`config.mk`:
```
export PLATFORM = sky130hd
export DESIGN_NAME = mem_pager_top
export DESIGN_NICKNAME = d
export VERILOG_FILES = /design/src/rtl/pager_pkg.sv /design/src/rtl/pager_ifs.sv /design/src/rtl/port_decoder.sv /design/src/rtl/window_pager.sv /design/src/rtl/page_resolver.sv /design/src/rtl/mem_pager_top.sv
export VERILOG_INCLUDE_DIRS = /design/src /design/src/rtl
export SDC_FILE = /design/constraint.sdc
export NUM_CORES = 1
export LEC_CHECK = 0
export BUFFER_PORTS_ARGS = -buffer_cell sky130_fd_sc_hd__buf_2
export CAP_MARGIN = 20
export CORE_MARGIN = 1.5
export CORE_UTILIZATION = 56
export DETAILED_ROUTE_END_ITERATION = 8
export PLACE_DENSITY = 0.89
export REMOVE_ABC_BUFFERS = 1
export SYNTH_ARGS = -nofsm -noshare
export SYNTH_HDL_FRONTEND = slang
export SYNTH_SLANG_ARGS = --single-unit
export TNS_END_PERCENT = 1
```
`constraint.sdc`:
```
create_clock -name fclk -period 3.4 [get_ports fclk]
set_clock_uncertainty 0.15 [all_clocks]
set_input_delay 0.34 -clock fclk [delete_from_list [all_inputs] [get_ports fclk]]
set_output_delay 0.34 -clock fclk [all_outputs]
set_load 0.005 [all_outputs]
```
`src/rtl/pager_defs.svh`:
```
////////////////////////////////////////////////////////////////////////////
// port numbers and widths of the memory paging unit
// window port and mode port decode only the low address byte
////////////////////////////////////////////////////////////////////////////
`ifndef PAGER_DEFS_SVH
`define PAGER_DEFS_SVH

// four 16 KB windows in the Z80 space
`define PAGER_NUM_WIN    4
`define PAGER_WIN_AW     14

// page number, gives 1 MB of physical space
`define PAGER_PAGE_W     6

// pentagon paging port, full decode
`define PAGER_PORT_7FFD  16'h7FFD

// window page port, a[15:14] selects the window
`define PAGER_LO_WIN     8'hF7
// mode port, d[0] turns the pagers on
`define PAGER_LO_MODE    8'hBF
// page readback port, a[10:8] selects the register
`define PAGER_LO_RB      8'hBE

`endif

```
`src/rtl/pager_pkg.sv`:
```
////////////////////////////////////////////////////////////////////////////
// types shared by the paging unit
// page register reset value is RAM page 0
////////////////////////////////////////////////////////////////////////////
`include "pager_defs.svh"

package pager_pkg;

	// decoded I/O operation
	typedef enum logic [2:0]
	{
		PORT_NONE,
		PORT_W7FFD,
		PORT_WWIN,
		PORT_WMODE,
		PORT_RB
	} port_op_e;

	typedef logic [`PAGER_PAGE_W-1:0] page_t;

	// one page register as seen on the readback port
	typedef struct packed
	{
		logic  is_rom;
		logic  rsvd;
		page_t page;
	} page_reg_t;

	typedef logic [1:0] win_idx_t;

	// page on top, offset inside the window below
	typedef struct packed
	{
		page_t                   page;
		logic [`PAGER_WIN_AW-1:0] offs;
	} phys_addr_t;

endpackage

```
`src/rtl/pager_ifs.sv`:
```
////////////////////////////////////////////////////////////////////////////
// pager configuration bus and per-window mapping bus
// win_wr is a one-cycle strobe, at most one bit high
////////////////////////////////////////////////////////////////////////////
`timescale 1ns/1ps
`include "pager_defs.svh"

// port decoder to all window pagers
interface pager_cfg_if;
	import pager_pkg::*;

	logic [`PAGER_NUM_WIN-1:0] win_wr;
	page_reg_t                 wdata;
	logic                      set_sel;
	logic                      pager_on;
	page_t                     ram3_page;

	modport src
	(
		output win_wr,
		output wdata,
		output set_sel,
		output pager_on,
		output ram3_page
	);

	modport dst
	(
		input win_wr,
		input wdata,
		input set_sel,
		input pager_on,
		input ram3_page
	);

endinterface

// one window pager to the resolver
interface win_map_if;
	import pager_pkg::*;

	page_reg_t map;
	page_reg_t reg0;
	page_reg_t reg1;
	logic      wr_protect;

	modport src
	(
		output map,
		output reg0,
		output reg1,
		output wr_protect
	);

	modport dst
	(
		input map,
		input reg0,
		input reg1,
		input wr_protect
	);

endinterface

```
`src/rtl/port_decoder.sv`:
```
////////////////////////////////////////////////////////////////////////////
// I/O write decode with the 7FFD and mode registers
// 7FFD lock is cleared by reset only
// window strobes lag io_wr by 1 cycle
////////////////////////////////////////////////////////////////////////////
`timescale 1ns/1ps
`include "pager_defs.svh"

module port_decoder
(
	input  logic        fclk,
	input  logic        arst_n,

	input  logic        io_wr,
	input  logic [15:0] io_addr,
	input  logic [ 7:0] io_wdata,

	pager_cfg_if.src    cfg
);
	import pager_pkg::*;

	port_op_e                  op;
	logic [7:0]                p7ffd;
	logic                      pager_on;
	logic [`PAGER_NUM_WIN-1:0] win_wr;
	page_reg_t                 wdata;

	////////////////////////////////////////////////////////////////////////////
	// write classification
	////////////////////////////////////////////////////////////////////////////

	always_comb
	begin
		op = PORT_NONE;
		if (io_wr)
		begin
			if (io_addr == `PAGER_PORT_7FFD)
				op = PORT_W7FFD;
			else if (io_addr[7:0] == `PAGER_LO_WIN)
				op = PORT_WWIN;
			else if (io_addr[7:0] == `PAGER_LO_MODE)
				op = PORT_WMODE;
		end
	end

	////////////////////////////////////////////////////////////////////////////
	// registers
	////////////////////////////////////////////////////////////////////////////

	always_ff @(posedge fclk or negedge arst_n)
	begin
		if (!arst_n)
		begin
			p7ffd    <= '0;
			pager_on <= 1'b0;
			win_wr   <= '0;
		end
		else
		begin
			win_wr <= '0;
			case (op)
				PORT_W7FFD:
				begin
					// bit 5 locks the port until reset
					if (!p7ffd[5])
						p7ffd <= io_wdata;
				end
				PORT_WMODE:
					pager_on <= io_wdata[0];
				PORT_WWIN:
					win_wr[io_addr[15:14]] <= 1'b1;
				default:
				begin
				end
			endcase
		end
	end

	// data goes out together with the strobe
	always_ff @(posedge fclk)
	begin
		if (op == PORT_WWIN)
			wdata <= page_reg_t'(io_wdata);
	end

	assign cfg.win_wr    = win_wr;
	assign cfg.wdata     = wdata;
	assign cfg.set_sel   = p7ffd[4];
	assign cfg.pager_on  = pager_on;
	assign cfg.ram3_page = page_t'(p7ffd[2:0]);

	// strobes stay one-hot
	a_win_wr_onehot: assert property (@(posedge fclk) disable iff (!arst_n)
		$onehot0(win_wr));

endmodule

```
`src/rtl/window_pager.sv`:
```
////////////////////////////////////////////////////////////////////////////
// page registers of one 16 KB window
// WIN must be 0..3, it picks the strobe bit and the pentagon mapping
////////////////////////////////////////////////////////////////////////////
`timescale 1ns/1ps
`include "pager_defs.svh"

module window_pager #(
	parameter int WIN = 0
)
(
	input  logic     fclk,
	input  logic     arst_n,

	pager_cfg_if.dst cfg,
	win_map_if.src   win
);
	import pager_pkg::*;

	page_reg_t reg0;
	page_reg_t reg1;
	page_reg_t pent_map;
	page_reg_t eff_map;

	// set_sel picks which of the two registers takes the write
	always_ff @(posedge fclk or negedge arst_n)
	begin
		if (!arst_n)
		begin
			reg0 <= '0;
			reg1 <= '0;
		end
		else if (cfg.win_wr[WIN])
		begin
			if (cfg.set_sel)
				reg1 <= cfg.wdata;
			else
				reg0 <= cfg.wdata;
		end
	end

	////////////////////////////////////////////////////////////////////////////
	// fixed pentagon-128 mapping
	////////////////////////////////////////////////////////////////////////////

	always_comb
	begin
		pent_map = '0;
		case (WIN)
			0:
			begin
				// 128 or 48 basic ROM
				pent_map.is_rom = 1'b1;
				pent_map.page   = page_t'(cfg.set_sel);
			end
			1:
				pent_map.page = page_t'(5);
			2:
				pent_map.page = page_t'(2);
			default:
				pent_map.page = cfg.ram3_page;
		endcase
	end

	always_comb
	begin
		if (cfg.pager_on)
			eff_map = cfg.set_sel ? reg1 : reg0;
		else
			eff_map = pent_map;
	end

	assign win.map        = eff_map;
	assign win.reg0       = reg0;
	assign win.reg1       = reg1;
	assign win.wr_protect = eff_map.is_rom;

	// mode must be settled whenever the decoder strobes this window
	a_mode_known: assert property (@(posedge fclk) disable iff (!arst_n)
		cfg.win_wr[WIN] |-> !$isunknown({cfg.pager_on, cfg.set_sel}));

endmodule

```
`src/rtl/page_resolver.sv`:
```
////////////////////////////////////////////////////////////////////////////
// address translation, 2-cycle pipeline, no back-pressure
// readback answers 1 cycle after io_rd, other ports read as FF
////////////////////////////////////////////////////////////////////////////
`timescale 1ns/1ps
`include "pager_defs.svh"

module page_resolver
(
	input  logic                  fclk,
	input  logic                  arst_n,

	// memory lookup
	input  logic                  mem_valid,
	input  logic [15:0]           mem_addr,
	input  logic                  mem_wr,
	output logic                  map_valid,
	output pager_pkg::phys_addr_t phys_addr,
	output logic                  map_rom,
	output logic                  wr_blocked,

	// page readback
	input  logic                  io_rd,
	input  logic [15:0]           io_addr,
	output logic                  io_rvalid,
	output logic [ 7:0]           io_rdata,

	win_map_if.dst                win [`PAGER_NUM_WIN]
);
	import pager_pkg::*;

	page_reg_t                 map_w [`PAGER_NUM_WIN];
	page_reg_t                 rb_w  [2*`PAGER_NUM_WIN];
	logic [`PAGER_NUM_WIN-1:0] wp_w;

	win_idx_t                  lk_idx;
	port_op_e                  rb_op;

	logic                      s1_valid;
	logic                      s1_wr;
	logic                      s1_wp;
	page_reg_t                 s1_map;
	logic [`PAGER_WIN_AW-1:0]  s1_offs;

	// flatten the window buses so they can be indexed at run time
	for (genvar w = 0; w < `PAGER_NUM_WIN; w++)
	begin : gather
		assign map_w[w]                  = win[w].map;
		assign wp_w[w]                   = win[w].wr_protect;
		assign rb_w[w]                   = win[w].reg0;
		assign rb_w[w + `PAGER_NUM_WIN]  = win[w].reg1;
	end

	////////////////////////////////////////////////////////////////////////////
	// lookup pipeline
	////////////////////////////////////////////////////////////////////////////

	assign lk_idx = mem_addr[15:14];

	always_ff @(posedge fclk or negedge arst_n)
	begin
		if (!arst_n)
		begin
			s1_valid  <= 1'b0;
			map_valid <= 1'b0;
		end
		else
		begin
			s1_valid  <= mem_valid;
			map_valid <= s1_valid;
		end
	end

	// stage 1, grab the window mapping
	always_ff @(posedge fclk)
	begin
		s1_map  <= map_w[lk_idx];
		s1_wp   <= wp_w[lk_idx];
		s1_wr   <= mem_wr;
		s1_offs <= mem_addr[`PAGER_WIN_AW-1:0];
	end

	// stage 2, build the physical address
	always_ff @(posedge fclk)
	begin
		phys_addr.page <= s1_map.page;
		phys_addr.offs <= s1_offs;
		map_rom        <= s1_map.is_rom;
		wr_blocked     <= s1_wr & s1_wp;
	end

	////////////////////////////////////////////////////////////////////////////
	// readback through xxBE
	////////////////////////////////////////////////////////////////////////////

	assign rb_op = (io_rd && io_addr[7:0] == `PAGER_LO_RB) ? PORT_RB : PORT_NONE;

	always_ff @(posedge fclk or negedge arst_n)
	begin
		if (!arst_n)
			io_rvalid <= 1'b0;
		else
			io_rvalid <= io_rd;
	end

	always_ff @(posedge fclk)
	begin
		if (io_rd)
			io_rdata <= (rb_op == PORT_RB) ? rb_w[io_addr[10:8]] : 8'hFF;
	end

	a_lookup_latency: assert property (@(posedge fclk) disable iff (!arst_n)
		map_valid == $past(mem_valid, 2));

endmodule

```
`src/rtl/mem_pager_top.sv`:
```
////////////////////////////////////////////////////////////////////////////
// memory paging unit, plain ports
// leave two idle cycles after an I/O write before relying on lookups
////////////////////////////////////////////////////////////////////////////
`timescale 1ns/1ps
`include "pager_defs.svh"

module mem_pager_top
(
	input  logic                  fclk,
	input  logic                  arst_n,

	// Z80 I/O side
	input  logic                  io_wr,
	input  logic                  io_rd,
	input  logic [15:0]           io_addr,
	input  logic [ 7:0]           io_wdata,
	output logic                  io_rvalid,
	output logic [ 7:0]           io_rdata,

	// Z80 memory side
	input  logic                  mem_valid,
	input  logic [15:0]           mem_addr,
	input  logic                  mem_wr,
	output logic                  map_valid,
	output pager_pkg::phys_addr_t phys_addr,
	output logic                  map_rom,
	output logic                  wr_blocked
);

	pager_cfg_if cfg_if ();
	win_map_if   win_if [`PAGER_NUM_WIN] ();

	port_decoder port_decoder
	(
		.fclk    (fclk      ),
		.arst_n  (arst_n    ),
		.io_wr   (io_wr     ),
		.io_addr (io_addr   ),
		.io_wdata(io_wdata  ),
		.cfg     (cfg_if.src)
	);

	// one pager per 16 KB window
	for (genvar w = 0; w < `PAGER_NUM_WIN; w++)
	begin : window_pagers
		window_pager #(.WIN(w)) window_pager
		(
			.fclk  (fclk         ),
			.arst_n(arst_n       ),
			.cfg   (cfg_if.dst   ),
			.win   (win_if[w].src)
		);
	end

	page_resolver page_resolver
	(
		.fclk      (fclk      ),
		.arst_n    (arst_n    ),
		.mem_valid (mem_valid ),
		.mem_addr  (mem_addr  ),
		.mem_wr    (mem_wr    ),
		.map_valid (map_valid ),
		.phys_addr (phys_addr ),
		.map_rom   (map_rom   ),
		.wr_blocked(wr_blocked),
		.io_rd     (io_rd     ),
		.io_addr   (io_addr   ),
		.io_rvalid (io_rvalid ),
		.io_rdata  (io_rdata  ),
		.win       (win_if    )
	);

endmodule

```
== After elaboration in Yosys (flattened, before gate mapping) ==
Cells that the tools add are included.
Word-level totals
  input bits: 46
  register bits after elaboration: 139
  output and inout port bits: 32
  logic and storage cells: 98
Operators by class
  order comparisons: 5
  mux-type cells: 25
  reduce and logical (&&, ||, !) cells: 11
  eq/ne operators: 8
  bitwise operators: 5
Operators with widths (count)
  $mux W8: 12
  $bmux W8 S3: 1
  $eq A8 B8 Y1 const B: 3
  $reduce_and A2 Y1: 9
  $bmux W8 S2: 1
  $eq A16 B15 Y1 const B: 1
  $mux W3: 4
  $eq A3 B2 Y1 const B: 2
  $lt A2 B3 Y1 const B: 2
  $mux W6: 1
  $ge A4 B4 Y1 const B: 1
  $mux W4: 1
  $not A3 Y4: 1
  $eq A3 B1 Y1 const B: 1
  $eq A3 B3 Y1 const B: 1
  $ge A3 B3 Y1 const B: 1
  $not A2 Y3: 1
  $bmux W1 S2: 1
  $demux W1 S2: 1
  $ge A2 B1 Y1 const B: 1
  $logic_and A1 B1 Y1: 2
  $mux W1: 2
  $mux W2: 1
  $not A1 Y1: 2
  $and A1 B1 Y1: 1

== Logic depth before layout (Yosys ltp) ==
Gate-level depths: netlist of the first run.
  depth in word-level cells: 7
  gate-level depth with buffers: 7
  depth with buffers taken out: 4

== By module ==
From an unflattened synthesis of the first run, not the netlist that was laid out.
Second synthesis, totals
  cells, all modules: 400
  area, all modules: 5983.2 µm²
Modules (own cells, without submodules)
  page_resolver: times used 1, cells an instance 127, seq. area each 1216.2 µm², area each 2025.7 µm²
  window_pager at window_pagers[0].window_pager: times used 1, cells an instance 54, seq. area each 400.4 µm², area each 839.6 µm²
  window_pager at window_pagers[3].window_pager: times used 1, cells an instance 60, seq. area each 400.4 µm², area each 805.8 µm²
  window_pager at window_pagers[2].window_pager: times used 1, cells an instance 53, seq. area each 400.4 µm², area each 783.3 µm²
  window_pager at window_pagers[1].window_pager: times used 1, cells an instance 53, seq. area each 400.4 µm², area each 780.7 µm²
  port_decoder: times used 1, cells an instance 53, seq. area each 490.5 µm², area each 748.2 µm²

== Worst setup path after synthesis of the first run ==
No wires, ideal clock.
  path kind: in2reg
  from: input io_addr[8]
  to: register page_resolver.io_rdata[5], data pin
  setup time: 0.289 ns
  slack: 1.497 ns
  required time: 2.961 ns
  buffers on the path: 2
  stages on the path: 5
  data arrival time: 1.464 ns
  cells stage by stage: buf_6 -> buf_2 -> mux4_2 -> mux2i_1 -> nand2_1
On the way
  longest elaborated chain between the ends: 4
RTL lines
  start: declaration: RTL line mem_pager_top.sv:16  | input logic [15:0] io_addr,
  $not A3 Y4 (implied by the code): RTL line page_resolver.sv:109  | io_rdata <= (rb_op == PORT_RB) ? rb_w[io_addr[10:8]] : 8'hFF;
  $bmux W8 S3: RTL line page_resolver.sv:109
  $mux W8 (implied by the code) (2 in series): RTL line page_resolver.sv:109
  end signal: assignment: RTL line page_resolver.sv:109
  end: declaration: RTL line page_resolver.sv:26  | output logic [ 7:0] io_rdata,
Every way passes these cells. The select of a mux whose other input is x is not followed.
A chain may end at the register's enable or synchronous reset.

== Final worst setup path of the first run ==
  from: register port_decoder.p7ffd[4]
  to: register page_resolver.s1_map[2] in the netlist's numbering
On the way
  longest elaborated chain between the ends: 5
  elaborated cells on any way between the ends: 11
  those cells by class: mux (11)
RTL lines
  start: declaration: RTL line port_decoder.sv:23  | logic [7:0] p7ffd;
  start signal: assignment: RTL line port_decoder.sv:66  | p7ffd <= io_wdata;
  $mux W8: RTL line window_pager.sv:68  | eff_map = cfg.set_sel ? reg1 : reg0;
  $mux W8: RTL line window_pager.sv:67  | if (cfg.pager_on)
  $bmux W8 S2 (*): RTL line page_resolver.sv:77  | s1_map <= map_w[lk_idx];
  $mux W8 (implied by the code) (*) (2 in series): RTL line page_resolver.sv:77
  end signal: assignment: RTL line page_resolver.sv:77
  end: declaration: RTL line page_resolver.sv:42  | page_reg_t s1_map;
Mark *: on every way between the ends. The rest lies on a longest branch, timed or not. The select of a mux whose other input is x is not followed.

==> results.json, run 1 <==
{
  "htreeDepth": 4,
  "dieArea_sq_um": 10060,
  "vdd_drop_max_mv": 0.4020,
  "p_leak_nw": 3.088,
  "synth.avg_cell_area_sq_um": 16.11,
  "max_cap_viol_count": 0,
  "holdWs_ns": 0.09153,
  "final_area_sq_um": 6660,
  "grtUsageTotal": 0.2748,
  "clk_path_buf_depth": 2,
  "initial_core_util": 0.5763,
  "regArea_sq_um": 3288,
  "cts_tree": "done",
  "drt_iter0_markers": 169,
  "slew_headroom": 0.4342,
  "die_w_um": 100.3,
  "synth_top_area_cell": "dfrtp_1",
  "viasPerCell": 5.902,
  "clock_sinks": 137,
  "required_ns": 3.66,
  "place_area_sq_um": 5826,
  "syn_area_sq_um": 5300,
  "fmax_mhz": 475.2,
  "ant_nets": 0,
  "final_util": 0.7242,
  "synth-compound-area-share": 0.01676,
  "yosysWarnings": 0,
  "grt_max_degree": 44,
  "ios": 78,
  "setup_tns_ns": 0,
  "gr-total-overflow": 0,
  "hold_path_class": "input pin to flip-flop",
  "drt_wl_total_mm": 12.56,
  "gp_congestion": 0.8256,
  "setup_viol_count_final": 0,
  "synth.area.top_cells": "dfrtp_1, dfxtp_1, mux2_2, mux4_2, edfxtp_1",
  "hpwlAfterDp_mm": 7.609,
  "cp-start-kind": "flip-flop",
  "multiInputGateArea_sq_um": 1918,
  "post_drt_wl_per_cell_um": 21.95,
  "clk_pin_slew_ns": 0.06,
  "synth_adder_area_share": 0,
  "criticalPathCategory": "flip-flop to flip-flop",
  "synth_top_family_by_area": "multiplexers",
  "final_nets": 494,
  "worst_setup_path_end_kind": "flip-flop",
  "fp.coreArea_sq_um": 9196,
  "grt_pass1_wl_mm": 19.77,
  "num_rows": 35,
  "synth_top_area_share": 0.3636,
  "numPortBuffers": 77,
  "synth_cell_types": 34,
  "rsz0062_at_grt": "no",
  "worst_ep_arrival_time_ns": 2.37,
  "ys_ff_latch": 137,
  "firstDrtPassIters": 4,
  "antenna_found_initial": 0,
  "nFillCells": 587,
  "drive_gt1_frac": 0.4751,
  "crit_fanout": 17,
  "yosys-mux-area-fraction": 0.2953,
  "postCtsSetupRepairBufs": 0,
  "finalCriticalPeriod_ns": 2.105,
  "synth_xor_area_frac": 0,
  "grt_pass1_vias": 3663,
  "timing.final.ws_setup_ns": 1.296,
  "finalHoldViolations": 0,
  "drv_slew": 0,
  "final_cell_mix": "buf_2, dfrtp_1, mux2_2",
  "cts_root_buf": "clkbuf_8",
  "dieHeight_um": 100.3,
  "seq_area_frac_synth": 0.6204,
  "antennaDiodeCount": 0,
  "dpl_worst_slack_ns": 1.175,
  "cts_buffers": 17,
  "synth_cells": 329,
  "routed-via-count": 3376,
  "finalCritPeriodShare": 0.6190,
  "status": "finished clean",
  "yosys.area_share.simple": 0.04981,
  "worst_pin_slew_ns": 0.8422,
  "area_delta_synth_final_pct": 25.66,
  "powerDensity_nw_per_um2": 532.8,
  "clk_latency_ns": 0.52,
  "drc_errors": 0
}
## area by class of cell
| class | count | share of cell area |
|---|---|---|
| flip-flops and latches | 137 | 0.4937 |
| repair buffers | 117 | 0.1157 |
| well taps | 111 | 0.02085 |
| clock buffers | 18 | 0.06275 |
| multi-input cells | 175 | 0.2880 |
| clock inverters | 14 | 0.01897 |
## Yosys cell counts
cell,instances
buf_2,3
nand4b_1,3
mux2i_1,18
dfxtp_1,44
nor4_1,2
a22o_1,2
nor3_1,1
nand4_1,1
edfxtp_1,16
nand3_1,4
clkbuf_1,8
nor3_4,1
mux2_2,73
nor3b_1,1
or4_4,1
o21ai_0,1
a21oi_1,4
nand2_1,15
nor2_1,3
nand2b_1,1
a31oi_1,1
nand3b_1,1
a22oi_1,3
dfrtp_1,77
buf_6,2
and3_1,1
nor2b_1,9
buf_4,3
mux4_2,25
and3b_1,1
buf_1,1
a21o_1,1
a221o_1,1
and2_1,1
## stage by stage
step	total power, mW	cells
4_1_cts	3.558	572
5_1_grt	3.655	572
2_1_floorplan	1.766	312
6_report	3.548	572
3_5_place_dp	1.867	511
3_3_place_gp	1.861	511
## where the power goes
| part | internal (mW) | switching, mW | leakage, nW |
|---|---|---|---|
| logic | 0.0820 | 0.0803 | 1.23 |
| registers | 1.69 | 0.0147 | 1.59 |
| clock network | 0.926 | 0.760 | 0.267 |
## routing by layer
metal | share of wire | vias up | GRT usage
met4 | 0.044 | 0 | 0.1549
li1 | - | 1468 | -
met3 | 0.070 | 46 | 0.07103
met1 | 0.39 | 1712 | 0.3354
met2 | 0.50 | 150 | 0.4479
met5 | 0 | - | 0
## worst max-delay path, stage by stage, from the launching register on
cell and delay (ns):
dfrtp_1 0.59, buf_4 0.38, mux2_2 0.38, mux2i_1 0.16, a22oi_1 0.09, a22o_1 0.24
## worst paths after layout
check / startpoint / end / slack (ns) / cells past startpoint
worst min register to register: page_resolver.s1_map[5] / page_resolver.phys_addr[19] / 0.18 / 0
worst max-delay path: port_decoder.p7ffd[4] / page_resolver.s1_map[2] / 1.30 / 5
worst min-delay path: mem_addr[15] / page_resolver.s1_map[0] / 0.09 / 2
min in group asynchronous: arst_n / window_pagers[1].window_pager.win.reg0[3] / 0.31 / 2
max in group asynchronous: arst_n / window_pagers[0].window_pager.win.reg0[2] / 2.09 / 3
worst max register to register: port_decoder.p7ffd[4] / page_resolver.s1_map[2] / 1.30 / 5
## sequential cells by signal, indices dropped and copies added (netlist names)
name,count
window_pagers.window_pager.win.reg0,32
window_pagers.window_pager.win.reg1,32
page_resolver.phys_addr,20
page_resolver.s1_offs,14
page_resolver.io_rdata,8
port_decoder.cfg.wdata,8
page_resolver.s1_map,7
port_decoder.p7ffd,5
port_decoder.cfg.win_wr,4
page_resolver.io_rvalid,1
page_resolver.map_rom,1
page_resolver.map_valid,1
page_resolver.s1_valid,1
page_resolver.s1_wr,1
page_resolver.wr_blocked,1
port_decoder.cfg.pager_on,1
## cells by family after synthesis
group	Yosys count
DFF	137
muxes	116
AOI/OAI and AO/OA	13
buffers and inverters	17
and+or+nand+nor	46
## timing repair
action | in CTS | in global routing
hold buffers | 29 | 0
hold endpoints to repair | 69 | 0
resized for setup | 0 | 0
Power figures use the tool's default switching activity.
==> inputs of run 2 (changes only) <==
- CORE_UTILIZATION: 56 -> 51
- PLACE_DENSITY: 0.89 -> 0.86
- clock period: 3.4 -> 1.7 ns (I/O delays scaled with it)
==> run 2 against run 1 <==
Against the previous run:
- utilization fell by 3.4 points
- non-clock buffer count up 33
- clock power up 110%
- critical path depth stayed put
- flip-flop and latch count is the same
- final cell count is 10% higher
- setup slack got worse by 1.3 ns
- cell area up 5.6%
- highest routed layer unchanged
- worst hold slack got worse by 0.081 ns
==> results.json, run 2 (same netlist as run 1, synthesis figures left out) <==
{
  "rsz0062_at_grt": "yes",
  "drv_slew": 0,
  "reg2reg_slack_ns": 0.002,
  "top_regs": "window_pagers.window_pager.win.reg0 x32, window_pagers.window_pager.win.reg1 x32, page_resolver.phys_addr x20",
  "clk_latency_ns": 0.52,
  "required_ns": 1.96,
  "worst_ep_arrival_time_ns": 1.96,
  "finalCritPeriodShare": 0.9990,
  "criticalPathCategory": "flip-flop to flip-flop",
  "holdWs_ns": 0.01060,
  "min_from": "mem_addr[14]",
  "hold_path_depth": 3,
  "nFillCells": 678,
  "fp.coreArea_sq_um": 10180,
  "final_area_sq_um": 7032,
  "clockPowerShare": 0.482,
  "firstDrtPassIters": 4,
  "htreeDepth": 4,
  "hold_end": "page_resolver.s1_map[7]",
  "area_delta_synth_final_pct": 32.67,
  "internal-power_mw": 5.630,
  "final_cell_mix": "buf_2, dfrtp_1, mux2_2",
  "numPortBuffers": 77,
  "dieArea_sq_um": 11010,
  "dieHeight_um": 104.9,
  "path_buf_inv": 1,
  "p_leak_nw": 3.255,
  "clk_pin_slew_ns": 0.06,
  "status": "finished clean",
  "critPathMaxStageDelay_ns": 0.40,
  "routed-via-count": 3495,
  "finalCriticalPeriod_ns": 1.698,
  "clock_sinks": 137,
  "slew_headroom": 0.7227,
  "grt-busiest-layer": "met2",
  "antennaDiodeCount": 0,
  "num_rows": 37,
  "max_cap_viol_count": 0,
  "fmax_mhz": 588.8,
  "pwr-share-comb": 0.049,
  "drt_iter0_markers": 174,
  "drive_gt1_frac": 0.5081,
  "gp_congestion": 0.8541,
  "dpl_worst_slack_ns": -0.1685,
  "post_drt_wl_per_cell_um": 19.88,
  "hold_path_class": "input pin to flip-flop",
  "grt_util_met3": 0.08422,
  "grtUsageMet1": 0.2979,
  "grt_max_degree": 78,
  "antenna_found_initial": 0,
  "die_w_um": 104.9,
  "worst_pin_slew_ns": 0.4160,
  "drt_wl_total_mm": 12.53,
  "ios": 78,
  "vdd_drop_max_mv": 1.013,
  "setup_viol_count_final": 0,
  "grt_pass1_wl_mm": 20.07,
  "worst_setup_path_end_kind": "flip-flop",
  "crit_fanout": 5,
  "place_area_sq_um": 6067,
  "initial_core_util": 0.5204,
  "ant_nets": 0,
  "finalHoldViolations": 0,
  "p_seq_frac": 0.469,
  "swShare": 0.2236,
  "worstPathCellList": "buf_4 > mux2_2 > mux2i_1 > a22oi_1 > a22o_1",
  "cts_buffers": 17,
  "r2r_start": "port_decoder.p7ffd[4]",
  "powerDensity_nw_per_um2": 1031,
  "crit_slowest_cell": "dfrtp_1",
  "crit_family": "multiplexers",
  "timing.final.ws_setup_ns": 0.001696,
  "final_nets": 527,
  "postCtsSetupRepairBufs": 0,
  "reg2reg_to": "page_resolver.s1_map[2]",
  "gr-total-overflow": 0,
  "viasPerCell": 5.548,
  "reg2regPathDepth": 5,
  "use_met2": 0.4006,
  "hpwlAfterDp_mm": 7.928,
  "clk_path_buf_depth": 2,
  "cts_tree": "done",
  "drc_errors": 0,
  "cts_root_buf": "clkbuf_8",
  "grt_pass1_vias": 3822,
  "cp-start-kind": "flip-flop",
  "grtUsageTotal": 0.2469,
  "p_sw_mw": 1.621
}
run 2: worst min-delay path, cell delays in order:
cell	delay [ns]
buf_2	0.22
a31oi_1	0.16
o21ai_0	0.07
run 2: final cells by class:
type	count	area (sq um)	share of cell area
timing repair buffer	150	1050	0.1493
tap	136	170.2	0.02420
clock buffer	22	496.7	0.07064
clock inverter	10	80.08	0.01139
sequential	137	3288	0.4676
multi-input combinational	175	1947	0.2769
run 2: timing repair:
| action | CTS | global route |
|---|---|---|
| hold buffers | 34 | 0 |
| endpoints found under the hold margin | 115 | 0 |
| gates cloned | 0 | 0 |
| pin swaps | 0 | 0 |
| setup endpoints to repair | 19 | 33 |
| gates resized for setup | 3 | 10 |
run 2: how the worst max path moves through the flow:
| stage | start | to | slack (ns) | cells after the start |
|---|---|---|---|---|
| after detailed placement | io_addr[1] | port_decoder.p7ffd[2] | -0.17 | 5 |
| final | port_decoder.p7ffd[4] | page_resolver.s1_map[2] | 0.002 | 5 |
| after global routing | port_decoder.p7ffd[4] | page_resolver.s1_map[2] | -0.04 | 5 |
| after floorplan | port_decoder.p7ffd[4] | page_resolver.s1_map[1] | -0.28 | 4 |
| after global placement | io_addr[1] | port_decoder.p7ffd[4] | -0.13 | 5 |
| after CTS | port_decoder.p7ffd[4] | window_pagers[0].window_pager.win.reg0[4] | -0.002 | 5 |
run 2: layer usage:
layer	part of all wire	vias to the layer above
met2	0.49	189
met4	0.027	0
met1	0.39	1739
li1	-	1535
met3	0.087	32
met5	0	-
run 2: through the flow:
step	cells	utilization	setup TNS, ns	total power [mW]
final	630	0.6904	0	7.252
after global routing	630	0.6904	-0.03611	7.490
after CTS	630	0.6865	-0.005268	7.267
after global placement	564	0.5957	-0.5396	3.745
after floorplan	312	-	-13.45	3.532
after detailed placement	564	0.5957	-0.9290	3.755
run 2: power groups by stage:
stage / registers [mW] / logic (mW) / clock network (mW)
global placement: 3.46 / 0.289 / 0
global route: 3.40 / 0.388 / 3.70
floorplan: 3.46 / 0.0693 / 0
finish: 3.40 / 0.357 / 3.50
CTS: 3.40 / 0.356 / 3.51
detailed placement: 3.46 / 0.295 / 0
==> inputs of run 3 (changes only) <==
- CORE_UTILIZATION: 51 -> 52
- PLACE_DENSITY: 0.86 -> 0.87
- SYNTH_HIERARCHICAL: unset -> 1
==> run 3 against run 2 <==
Against the previous run:
- die area up 9.2%
- critical path depth down 1
- power up 7.2%
- global-route usage up 1.1 points
- count of clock-buffer cells in the layout down 2
- critical endpoint is now page_resolver/s1_map[2]
==> results.json, run 3 <==
{
  "grt_pass1_vias": 4130,
  "postCtsSetupRepairBufs": 0,
  "drt_iter0_markers": 253,
  "gp_congestion": 0.9016,
  "cp-start-kind": "flip-flop",
  "cts_root_buf": "clkbuf_16",
  "fp.coreArea_sq_um": 10980,
  "nFillCells": 720,
  "cts_buffers": 17,
  "worstPathCellList": "buf_12 > mux2i_1 > a21oi_1 > mux4_2",
  "antenna_found_initial": 0,
  "numPortBuffers": 77,
  "antennaDiodeCount": 0,
  "worst_ep_arrival_time_ns": 1.83,
  "dpl_worst_slack_ns": -0.2830,
  "hold_path_depth": 3,
  "final_nets": 572,
  "dieHeight_um": 109.7,
  "stdcell_count": 679,
  "post-place-cells": 617,
  "top_regs": "window_pagers.window_pager/win.reg0 x32, window_pagers.window_pager/win.reg1 x32, page_resolver/phys_addr x20",
  "required_ns": 1.84,
  "vdd_drop_max_mv": 0.8241,
  "hold_path_class": "input pin to flip-flop",
  "worst_setup_path_end_kind": "flip-flop",
  "viasPerCell": 5.558,
  "post_drt_wl_per_cell_um": 20.58,
  "routed-via-count": 3774,
  "synth.avg_cell_area_sq_um": 15.10,
  "fmax_mhz": 591.5,
  "crit_fanout": 15,
  "reg2regPathDepth": 4,
  "post_cts_resized": 0,
  "synth_cells": 392,
  "finalCriticalPeriod_ns": 1.690,
  "htreeDepth": 4,
  "drt_wl_total_mm": 13.97,
  "setup_viol_count_final": 0,
  "area_delta_synth_final_pct": 27.21,
  "ios": 78,
  "final_cell_mix": "buf_2, dfrtp_1, dfxtp_1",
  "crit_slowest_cell": "mux4_2",
  "dieArea_sq_um": 12030,
  "hold_end": "port_decoder/p7ffd[5]",
  "finalHoldViolations": 0,
  "drive_gt1_frac": 0.4378,
  "rsz0062_at_grt": "yes",
  "gr-total-overflow": 0,
  "status": "finished clean",
  "reg2reg_slack_ns": 0.01,
  "ant_nets": 0,
  "reg2reg_to": "page_resolver/s1_map[2]",
  "min_from": "io_addr[9]",
  "finalCritPeriodShare": 0.9944,
  "clk_pin_slew_ns": 0.06,
  "num_rows": 38,
  "critPathMaxStageDelay_ns": 0.46,
  "final_common_cell": "buf_2",
  "r2r_start": "port_decoder/p7ffd[4]",
  "grtUsageTotal": 0.2576,
  "drc_errors": 0,
  "grt_max_degree": 78,
  "clk_latency_ns": 0.41,
  "timing.final.ws_setup_ns": 0.009514,
  "hpwlAfterDp_mm": 8.545,
  "max_cap_viol_count": 0,
  "p_leak_nw": 3.377,
  "yosysWarnings": 6,
  "die_w_um": 109.7,
  "drv_slew": 0,
  "grt_pass1_wl_mm": 22.14,
  "cts_tree": "done",
  "clk_path_buf_depth": 2,
  "criticalPathCategory": "flip-flop to flip-flop",
  "powerDensity_nw_per_um2": 1032,
  "firstDrtPassIters": 4,
  "power.total_mw": 7.772,
  "syn_area_sq_um": 5918,
  "initial_core_util": 0.5388,
  "clock_sinks": 138
}
## run 3: report_power, final
part	total (mW)	switching [mW]	internal [mW]	leakage (nW)
Sequential	3.43	0.0290	3.40	1.59
Combinational	0.404	0.190	0.213	1.48
Clock	3.94	1.38	2.56	0.307
## run 3: critical path: cells and delay by family, from the launching register on
kind | cells | cell delay, ns
mux | 2 | 0.69
flops | 1 | 0.43
buf+inv | 1 | 0.19
compound gates | 1 | 0.11
## run 3: cell type report
class                           count  area [sq um]  share of cell area
Clock buffer                       20         466.7             0.06199
Timing Repair Buffer              140          1033              0.1373
Sequential cell                   138          3309              0.4396
Multi-Input combinational cell    223          2351              0.3123
Tap cell                          140         175.2             0.02327
Inverter                            6         22.52            0.002992
Clock inverter                     12         170.2             0.02260
## run 3: through the flow
stage / hold slack (ns) / instance area [sq um] / setup TNS (ns) / util
after global placement: 0.08841 / 6591 / -1.102 / 0.6001
after global routing: 0.04605 / 7528 / -0.05551 / 0.6855
after CTS: 0.008666 / 7528 / 0 / 0.6855
after detailed placement: 0.09290 / 6591 / -1.115 / 0.6001
final: 0.02355 / 7528 / 0 / 0.6855
after floorplan: -0.2756 / 5675 / -51.29 / -
## run 3: worst max path at each step
stage / startpoint / endpoint / slack, ns / cells after the start
2_1_floorplan: port_decoder/p7ffd[4] / page_resolver/s1_map[0] / -0.85 / 3
3_3_place_gp: io_addr[13] / port_decoder/p7ffd[4] / -0.28 / 5
3_5_place_dp: io_addr[13] / port_decoder/p7ffd[2] / -0.28 / 5
4_1_cts: port_decoder/p7ffd[4] / page_resolver/s1_map[2] / 0.03 / 4
5_1_grt: port_decoder/p7ffd[4] / page_resolver/s1_map[0] / -0.04 / 4
6_report: port_decoder/p7ffd[4] / page_resolver/s1_map[2] / 0.01 / 4
## run 3: timing repair
action,CTS,global route
endpoints found under the hold margin,112,0
hold buffers,30,0
setup endpoints to repair,0,3
## run 3: metal layers
layer / global-route usage / up-vias / wire length [um]
met4: 0.1113 / 0 / 283
li1: - / 1675 / -
met5: 0 / - / 0
met1: 0.3224 / 1907 / 5669
met3: 0.05453 / 25 / 924
met2: 0.4321 / 167 / 7095
